File: src/include/arcade_cfg.svh
`ifndef ARCADE_CFG_SVH
`define ARCADE_CFG_SVH

// host status word, loaded one byte at a time
`define ARCADE_STATUS_W 32

// one joystick byte: right, left, down, up, fire1, fire2 from bit 0
`define ARCADE_JOY_W 8

// clk_32 cycles the game stays in reset after the cause clears
`define ARCADE_RESET_HOLD 16

// PS/2 set 2 prefix bytes
`define ARCADE_KEY_RELEASE 8'hF0
`define ARCADE_KEY_EXTENDED 8'hE0

`endif

File: src/hw/arcade_pkg.sv
`default_nettype none

package arcade_pkg;

	// command byte at the start of each SPI frame
	typedef enum logic [7:0] {
		op_buttons = 8'h01, // board buttons 1:0, switches 3:2
		op_joy0    = 8'h02,
		op_joy1    = 8'h03,
		op_key     = 8'h05, // PS/2 scancode bytes
		op_status  = 8'h1E  // four bytes, LSB first
	} host_op_e;

	typedef enum logic [1:0] {
		rx_idle,   // deselected
		rx_opcode, // first byte of frame
		rx_data,
		rx_ignore  // wait for deselect
	} rx_state_e;

	// bit positions in the core's button vector
	typedef enum int {
		btn_up    = 0,
		btn_down  = 1,
		btn_left  = 2,
		btn_right = 3,
		btn_fire  = 4,
		btn_bomb  = 5,
		btn_coin  = 6,
		btn_start = 7
	} game_btn_e;

endpackage

`default_nettype wire

File: src/hw/host_cmd_rx.sv
`timescale 1ns/100ps
`include "arcade_cfg.svh"
`default_nettype none

module host_cmd_rx
	import arcade_pkg::*;
(
	input  wire                         clk_32,
	input  wire                         arst_n,
	input  wire                         spi_sck,
	input  wire                         spi_mosi,
	input  wire                         spi_ss_io,
	output logic [`ARCADE_STATUS_W-1:0] status,
	output logic [`ARCADE_JOY_W-1:0]    joy0,
	output logic [`ARCADE_JOY_W-1:0]    joy1,
	output logic [1:0]                  board_buttons,
	output logic                        key_strobe,
	output logic                        key_pressed,
	output logic [7:0]                  key_code
);

	logic      sck_meta, sck_sync, sck_prev;
	logic      ss_meta, ss_sync, ss_prev;
	logic      mosi_meta, mosi_sync;
	logic      sck_rise;
	logic      ss_fall;
	logic      byte_done;
	logic [2:0] bit_cnt;
	logic [6:0] shift_q;
	logic [7:0] byte_in;
	logic [1:0] byte_idx; // status byte index
	logic      rel_flag;  // 0xF0 seen
	rx_state_e state;
	host_op_e  op_q;

	// two flops on every pin, third flop on sck/ss for edges
	always_ff @(posedge clk_32 or negedge arst_n) begin
		if (!arst_n) begin
			sck_meta  <= 1'b0;
			sck_sync  <= 1'b0;
			sck_prev  <= 1'b0;
			ss_meta   <= 1'b0;
			ss_sync   <= 1'b0;
			ss_prev   <= 1'b0;
			mosi_meta <= 1'b0;
			mosi_sync <= 1'b0;
		end else begin
			sck_meta  <= spi_sck;
			sck_sync  <= sck_meta;
			sck_prev  <= sck_sync;
			ss_meta   <= spi_ss_io;
			ss_sync   <= ss_meta;
			ss_prev   <= ss_sync;
			mosi_meta <= spi_mosi;
			mosi_sync <= mosi_meta;
		end
	end

	assign sck_rise  = sck_sync & ~sck_prev;
	assign ss_fall   = ss_prev & ~ss_sync;
	assign byte_in   = {shift_q, mosi_sync}; // msb first
	assign byte_done = sck_rise && !ss_sync && bit_cnt == 3'd7;

	always_ff @(posedge clk_32 or negedge arst_n) begin
		if (!arst_n) begin
			bit_cnt <= '0;
			shift_q <= '0;
		end else if (ss_sync) begin
			bit_cnt <= '0; // partial byte dropped
		end else if (sck_rise) begin
			bit_cnt <= bit_cnt + 3'd1;
			shift_q <= byte_in[6:0];
		end
	end

	always_ff @(posedge clk_32 or negedge arst_n) begin
		if (!arst_n) begin
			state         <= rx_idle;
			op_q          <= host_op_e'(8'h00);
			byte_idx      <= '0;
			rel_flag      <= 1'b0;
			status        <= '0;
			joy0          <= '0;
			joy1          <= '0;
			board_buttons <= '0;
			key_strobe    <= 1'b0;
			key_pressed   <= 1'b0;
			key_code      <= '0;
		end else begin
			key_strobe <= 1'b0;
			if (state != rx_idle && ss_sync) begin
				state <= rx_idle; // frame ended
			end else begin
				case (state)
					rx_idle: begin
						if (ss_fall) begin
							state    <= rx_opcode;
							byte_idx <= '0;
							rel_flag <= 1'b0;
						end
					end
					rx_opcode: begin
						if (byte_done) begin
							op_q <= host_op_e'(byte_in);
							case (host_op_e'(byte_in))
								op_buttons, op_joy0, op_joy1, op_key, op_status: state <= rx_data;
								default: state <= rx_ignore; // unknown command
							endcase
						end
					end
					rx_data: begin
						if (byte_done) begin
							case (op_q)
								op_buttons: begin
									board_buttons <= byte_in[1:0]; // switches not used
									state         <= rx_ignore;
								end
								op_joy0: begin
									joy0  <= byte_in;
									state <= rx_ignore;
								end
								op_joy1: begin
									joy1  <= byte_in;
									state <= rx_ignore;
								end
								op_key: begin
									if (byte_in == `ARCADE_KEY_RELEASE) begin
										rel_flag <= 1'b1;
									end else if (byte_in != `ARCADE_KEY_EXTENDED) begin
										key_strobe  <= 1'b1;
										key_pressed <= ~rel_flag;
										key_code    <= byte_in;
										rel_flag    <= 1'b0;
									end
								end
								op_status: begin
									status[{byte_idx, 3'b000} +: 8] <= byte_in;
									byte_idx <= byte_idx + 2'd1;
									if (byte_idx == 2'd3)
										state <= rx_ignore; // word complete
								end
								default: state <= rx_ignore;
							endcase
						end
					end
					rx_ignore: begin
						state <= rx_ignore;
					end
					default: state <= rx_idle;
				endcase
			end
		end
	end

endmodule

`default_nettype wire

File: src/hw/key_button_map.sv
`timescale 1ns/100ps
`default_nettype none

module key_button_map
	import arcade_pkg::*;
(
	input  wire        clk_32,
	input  wire        arst_n,
	input  wire        key_strobe,
	input  wire        key_pressed,
	input  wire  [7:0] key_code,
	output logic [7:0] key_buttons
);

	logic [7:0] held_q; // one level per game button

	always_ff @(posedge clk_32 or negedge arst_n) begin
		if (!arst_n) begin
			held_q <= '0;
		end else if (key_strobe) begin
			case (key_code)
				8'h75: held_q[btn_up]    <= key_pressed; // cursor up
				8'h72: held_q[btn_down]  <= key_pressed; // cursor down
				8'h6B: held_q[btn_left]  <= key_pressed; // cursor left
				8'h74: held_q[btn_right] <= key_pressed; // cursor right
				8'h29: held_q[btn_fire]  <= key_pressed; // space
				8'h11: held_q[btn_bomb]  <= key_pressed; // alt
				8'h76: held_q[btn_coin]  <= key_pressed; // esc
				8'h05: held_q[btn_start] <= key_pressed; // F1
				default: held_q <= held_q;
			endcase
		end
	end

	assign key_buttons = held_q;

endmodule

`default_nettype wire

File: src/hw/game_input_pack.sv
`timescale 1ns/100ps
`include "arcade_cfg.svh"
`default_nettype none

module game_input_pack
	import arcade_pkg::*;
(
	input  wire                         clk_32,
	input  wire                         arst_n,
	input  wire  [7:0]                  key_buttons,
	input  wire  [`ARCADE_JOY_W-1:0]    joy0,
	input  wire  [`ARCADE_JOY_W-1:0]    joy1,
	input  wire  [1:0]                  board_buttons,
	input  wire  [`ARCADE_STATUS_W-1:0] status,
	output logic [7:0]                  game_buttons,
	output logic                        game_reset_n
);

	// joystick byte layout
	localparam int joy_right = 0;
	localparam int joy_left  = 1;
	localparam int joy_down  = 2;
	localparam int joy_up    = 3;
	localparam int joy_fire1 = 4;
	localparam int joy_fire2 = 5;

	localparam int hold_w = $clog2(`ARCADE_RESET_HOLD + 1);
	localparam logic [hold_w-1:0] hold_end = hold_w'(`ARCADE_RESET_HOLD);

	logic [7:0]        merged;
	logic              rst_cause;
	logic [hold_w-1:0] hold_cnt;

	always_comb begin
		merged            = '0;
		merged[btn_up]    = key_buttons[btn_up] | joy0[joy_up] | joy1[joy_up];
		merged[btn_down]  = key_buttons[btn_down] | joy0[joy_down] | joy1[joy_down];
		merged[btn_left]  = key_buttons[btn_left] | joy0[joy_left] | joy1[joy_left];
		merged[btn_right] = key_buttons[btn_right] | joy0[joy_right] | joy1[joy_right];
		merged[btn_fire]  = key_buttons[btn_fire] | joy0[joy_fire1] | joy1[joy_fire1];
		merged[btn_bomb]  = key_buttons[btn_bomb] | joy0[joy_fire2] | joy1[joy_fire2];
		merged[btn_coin]  = key_buttons[btn_coin]; // keyboard only
		merged[btn_start] = key_buttons[btn_start];
	end

	assign game_buttons = ~merged; // core wants active low

	// status reset, menu reset, board reset button
	assign rst_cause = status[0] | status[6] | board_buttons[1];

	always_ff @(posedge clk_32 or negedge arst_n) begin
		if (!arst_n) begin
			hold_cnt     <= '0;
			game_reset_n <= 1'b0;
		end else begin
			if (rst_cause)
				hold_cnt <= '0;
			else if (hold_cnt != hold_end)
				hold_cnt <= hold_cnt + hold_w'(1);
			game_reset_n <= !rst_cause && hold_cnt == hold_end;
		end
	end

endmodule

`default_nettype wire

File: src/hw/arcade_input_top.sv
`timescale 1ns/100ps
`include "arcade_cfg.svh"
`default_nettype none

module arcade_input_top (
	input  wire        clk_32,
	input  wire        arst_n,
	input  wire        spi_sck,
	input  wire        spi_mosi,
	input  wire        spi_ss_io,
	output logic [7:0] game_buttons,
	output logic [1:0] game_select,
	output logic [1:0] scanlines,
	output logic       blend,
	output logic       game_reset_n
);

	logic [`ARCADE_STATUS_W-1:0] status;
	logic [`ARCADE_JOY_W-1:0]    joy0;
	logic [`ARCADE_JOY_W-1:0]    joy1;
	logic [1:0]                  board_buttons;
	logic                        key_strobe;
	logic                        key_pressed;
	logic [7:0]                  key_code;
	logic [7:0]                  key_buttons;

	host_cmd_rx u_host_cmd_rx (
		.clk_32        (clk_32),
		.arst_n        (arst_n),
		.spi_sck       (spi_sck),
		.spi_mosi      (spi_mosi),
		.spi_ss_io     (spi_ss_io),
		.status        (status),
		.joy0          (joy0),
		.joy1          (joy1),
		.board_buttons (board_buttons),
		.key_strobe    (key_strobe),
		.key_pressed   (key_pressed),
		.key_code      (key_code)
	);

	key_button_map u_key_button_map (
		.clk_32      (clk_32),
		.arst_n      (arst_n),
		.key_strobe  (key_strobe),
		.key_pressed (key_pressed),
		.key_code    (key_code),
		.key_buttons (key_buttons)
	);

	game_input_pack u_game_input_pack (
		.clk_32        (clk_32),
		.arst_n        (arst_n),
		.key_buttons   (key_buttons),
		.joy0          (joy0),
		.joy1          (joy1),
		.board_buttons (board_buttons),
		.status        (status),
		.game_buttons  (game_buttons),
		.game_reset_n  (game_reset_n)
	);

	// option fields of the status word
	assign game_select = status[2:1]; // rom variant
	assign scanlines   = status[4:3];
	assign blend       = status[5];

endmodule

`default_nettype wire

File: config.mk
export PLATFORM = sky130hd
export DESIGN_NAME = arcade_input_top
export DESIGN_NICKNAME = d
export VERILOG_FILES = /design/src/hw/arcade_pkg.sv /design/src/hw/host_cmd_rx.sv /design/src/hw/key_button_map.sv /design/src/hw/game_input_pack.sv /design/src/hw/arcade_input_top.sv
export VERILOG_INCLUDE_DIRS = /design/src /design/src/include
export SDC_FILE = /design/constraint.sdc
export NUM_CORES = 1
export LEC_CHECK = 0
export BUFFER_PORTS_ARGS = -buffer_cell sky130_fd_sc_hd__buf_4
export CAP_MARGIN = 0
export CORE_AREA = 2 2 86 88
export CTS_BUF_LIST = sky130_fd_sc_hd__clkbuf_8
export DETAILED_ROUTE_END_ITERATION = 16
export DIE_AREA = 0 0 88 90
export GPL_TIMING_DRIVEN = 0
export PLACE_DENSITY = 0.65
export SYNTH_ARGS = -nofsm -noshare
export SYNTH_HDL_FRONTEND = slang
export SYNTH_SLANG_ARGS = --single-unit
File: constraint.sdc
create_clock -name clk_32 -period 2.5 [get_ports clk_32]
set_clock_uncertainty 0.1 [all_clocks]
set_input_delay 0.375 -clock clk_32 [delete_from_list [all_inputs] [get_ports clk_32]]
set_output_delay 0.375 -clock clk_32 [all_outputs]
set_load 0.01 [all_outputs]
==> flow_metrics.tcl <==
set metrics [dict create \
    outcome "finished clean" \
    dieArea_sq_um 7920 \
    crit_slowest_cell "nand4_1" \
    clk_pin_slew_ns 0.07 \
    yosysSeqAreaShare_pct 55.31 \
    synth_edf_count 0 \
    post-route-util_pct 54.89 \
    final.setup.tns_ns 0 \
    cpPeakStageDelay_ns 0.39 \
    p_per_area_nw_per_um2 647.5 \
    fp.coreArea_sq_um 7020 \
    arrival_ns 2.31 \
    dieWidth_um 88 \
    antenna_found_initial 0 \
    htree_levels 3 \
    dr.first_iter.drc_count 84 \
    layout_min_cycle_time_ns 2.178 \
    grt_pass1_wl_um 10380 \
    crit_family "simple AND/OR/NAND/NOR gates" \
    cts_tree "done" \
    crit_path_end_kind "flop" \
    start_util_pct 48.33 \
    vias_per_cell 5.232 \
    cts_buffers 9 \
    hpwlAfterDp_um 3978 \
    min_period_over_period_pct 87.10 \
    route.detailed.drc 0 \
    rsz0062_at_grt "false" \
    wirelength_um 5961 \
    p_leak_nw 1.835 \
    track_usage_pct 16.96 \
    n_antenna_cell 0 \
    postCtsSetupBuffers 0 \
    gp_congestion 0.8231 \
    slew_headroom_pct 36.52 \
    area_growth_pct 13.57 \
    clockRootBuffer "clkbuf_8" \
    cp_data_required_time_ns 2.63 \
    rows 31 \
    postPlaceCellArea_sq_um 3652 \
    finalHoldViolCount 0 \
    syn-instance-count 273 \
    synth_area_per_cell_sq_um 12.43 \
    path_class "reg2reg" \
    io_pins 19 \
    fin_nets 314 \
    crit_chain "ha_1 -> ha_1 -> nand4bb_4 -> nor3_1 -> nand4_1 -> mux2_2" \
    cp-start-kind "flop" \
    cpMostUsedCell "ha_1" \
    r2r_cells 6 \
    fmax_ghz 0.4592 \
    ctsHoldBuffers 0 \
    grt_max_degree 76 \
    min_path_type "in2reg" \
    hold_depth 1 \
    clock-sinks 75 \
    cp_num_buf_inv 0 \
    slew_viol_final 0 \
    synth.distinct_cells 46 \
    cp_max_fo 6 \
    setup-violations-final 0 \
    clock_latency_ns 0.34 \
    ys.flop_type "dfrtp_1" \
    async_flop_share_pct 100.0 \
    dr.pass1.iters 4 \
    wl_per_cell_um 14.72 \
    ys_ff_latch 75 \
    drt.antenna.violating_nets 0 \
    critical_path_cell_count 6 \
    grt-ovfl-total 0 \
    grt_pass1_vias 2046 \
    fin_area_sq_um 3854 \
    die_y_um 90 \
    io_buffers 18 \
    clk_path_buf_depth 2 \
    worstMarginPinSlew_ns 0.9522 \
    drive_gt1_share_pct 30.39 \
    syn_nets 285 \
    synth_area_sq_um 3393 \
    max-vdd-ir-drop_uv 383.0 \
    synth_warnings 0 \
    ctsResizeCount 0 \
    drv_cap 0 \
    via_count 2119 \
]
[final cells by class]
cell class                      instances  area (sq um)
Inverter                               16         60.06
Buffer                                 14         71.32
Timing Repair Buffer                   18         135.1
Tap cell                               99         123.9
Sequential cell                        75          1877
Multi-Input combinational cell        168          1385
Fill cell                             598          3167
Clock buffer                           11         151.4
Clock inverter                          4         50.05
[per-stage QoR]
| stage | std cells | total power, mW | setup WS, ns | hold WS (ns) |
|---|---|---|---|---|
| global route | 405 | 2.622 | 0.1461 | 0.02159 |
| floorplan | 273 | 1.484 | 0.5612 | -0.02059 |
| finish | 405 | 2.495 | 0.3224 | 0.03710 |
| global placement | 390 | 1.594 | 0.3354 | 0.2322 |
| CTS | 405 | 2.535 | 0.3144 | 0.02563 |
| detailed placement | 390 | 1.600 | 0.3340 | 0.2365 |
[layer usage]
metal  part of all wire, %  track usage [%]  wire length (um)  vias to the layer above
met1                    50            25.82              2979                     1051
met4                   1.7            6.154               100                        0
li1                      -                -                 -                     1027
met5                     0                0                 0                        -
met2                    45            24.18              2707                       33
met3                   2.9            3.030               174                        8
[where the power goes]
group          leakage, nW  switching, mW  internal [mW]
clock               0.0974          0.418          0.508
combinational        0.732          0.146         0.0868
sequential            1.01         0.0684           1.27
[Yosys cell counts (2+ instances only)]
library cell / number / area, sq um
buf_4: 4 / 30.03
nand2_1: 15 / 56.30
nand4_1: 6 / 37.54
buf_2: 2 / 10.01
nor2b_1: 3 / 18.77
inv_1: 16 / 60.06
xor2_1: 3 / 26.28
nor3b_1: 3 / 22.52
clkbuf_1: 7 / 26.28
nand2b_1: 2 / 12.51
mux2i_1: 12 / 120.1
or3_1: 2 / 12.51
nor4_1: 3 / 18.77
dfrtp_1: 75 / 1877
nand3b_1: 2 / 15.01
ha_1: 7 / 87.58
nor2_1: 13 / 48.80
nand4b_1: 3 / 26.28
o21ai_0: 3 / 15.01
nor4b_1: 2 / 17.52
mux2_2: 42 / 473.0
nand3_1: 7 / 35.03
and3_1: 2 / 12.51
nor3_4: 2 / 32.53
xnor2_1: 2 / 17.52
nor3_1: 15 / 75.07
[cells by family after synthesis]
group | after synthesis | synth area share, %
adders and majority gates | 7 | 2.581
AOI/OAI and AO/OA | 10 | 2.286
and+or+nand+nor | 92 | 17.18
DFF | 75 | 55.31
muxes | 54 | 17.48
xor gates and xnor gates | 5 | 1.291
buffers and inverters | 30 | 3.872
[cells in the final DEF (no fill, tap or decap), types with 2 or more instances in the layout]
master	instances
or3_1	2
xor2_1	3
nor3_1	15
o21ai_0	3
nand3_1	7
nor3b_1	3
nand2b_1	2
xnor2_1	2
clkbuf_1	7
nor3_4	2
ha_1	7
nor2b_1	3
mux2_2	42
clkbuf_8	11
mux2i_1	12
nand4b_1	3
nor2_1	13
inv_1	16
dfrtp_1	75
nor4b_1	2
buf_4	22
buf_2	2
and3_1	2
nand4_1	6
clkinvlp_4	2
nor4_1	3
nand3b_1	2
nand2_1	15
[registers in the layout, summed over array words and instances, names as in the netlist, 2 cells and up]
name and flops:
u_host_cmd_rx.status 7, u_host_cmd_rx.joy1 6, u_host_cmd_rx.shift_q 7, u_host_cmd_rx.joy0 6, u_host_cmd_rx.op_q 8, u_host_cmd_rx.bit_cnt 3
u_game_input_pack.hold_cnt 5, u_host_cmd_rx.byte_idx 2, u_host_cmd_rx.state 2, u_key_button_map.key_buttons 8, u_host_cmd_rx.key_code 8
[path summary, 6_finish.rpt]
check                                               from                         to  slack (ns)
worst max-delay path            u_host_cmd_rx.bit_cnt[0]      u_host_cmd_rx.joy1[0]        0.32
worst min-delay path                            spi_mosi    u_host_cmd_rx.mosi_meta        0.04
worst max register to register  u_host_cmd_rx.bit_cnt[0]      u_host_cmd_rx.joy1[0]        0.32
worst min register to register    u_host_cmd_rx.sck_meta     u_host_cmd_rx.sck_sync        0.25
max in group asynchronous                         arst_n  u_host_cmd_rx.byte_idx[1]        1.60
min in group asynchronous                         arst_n   u_host_cmd_rx.bit_cnt[0]        0.06
Note: power is estimated with default switching activity, not from simulation.
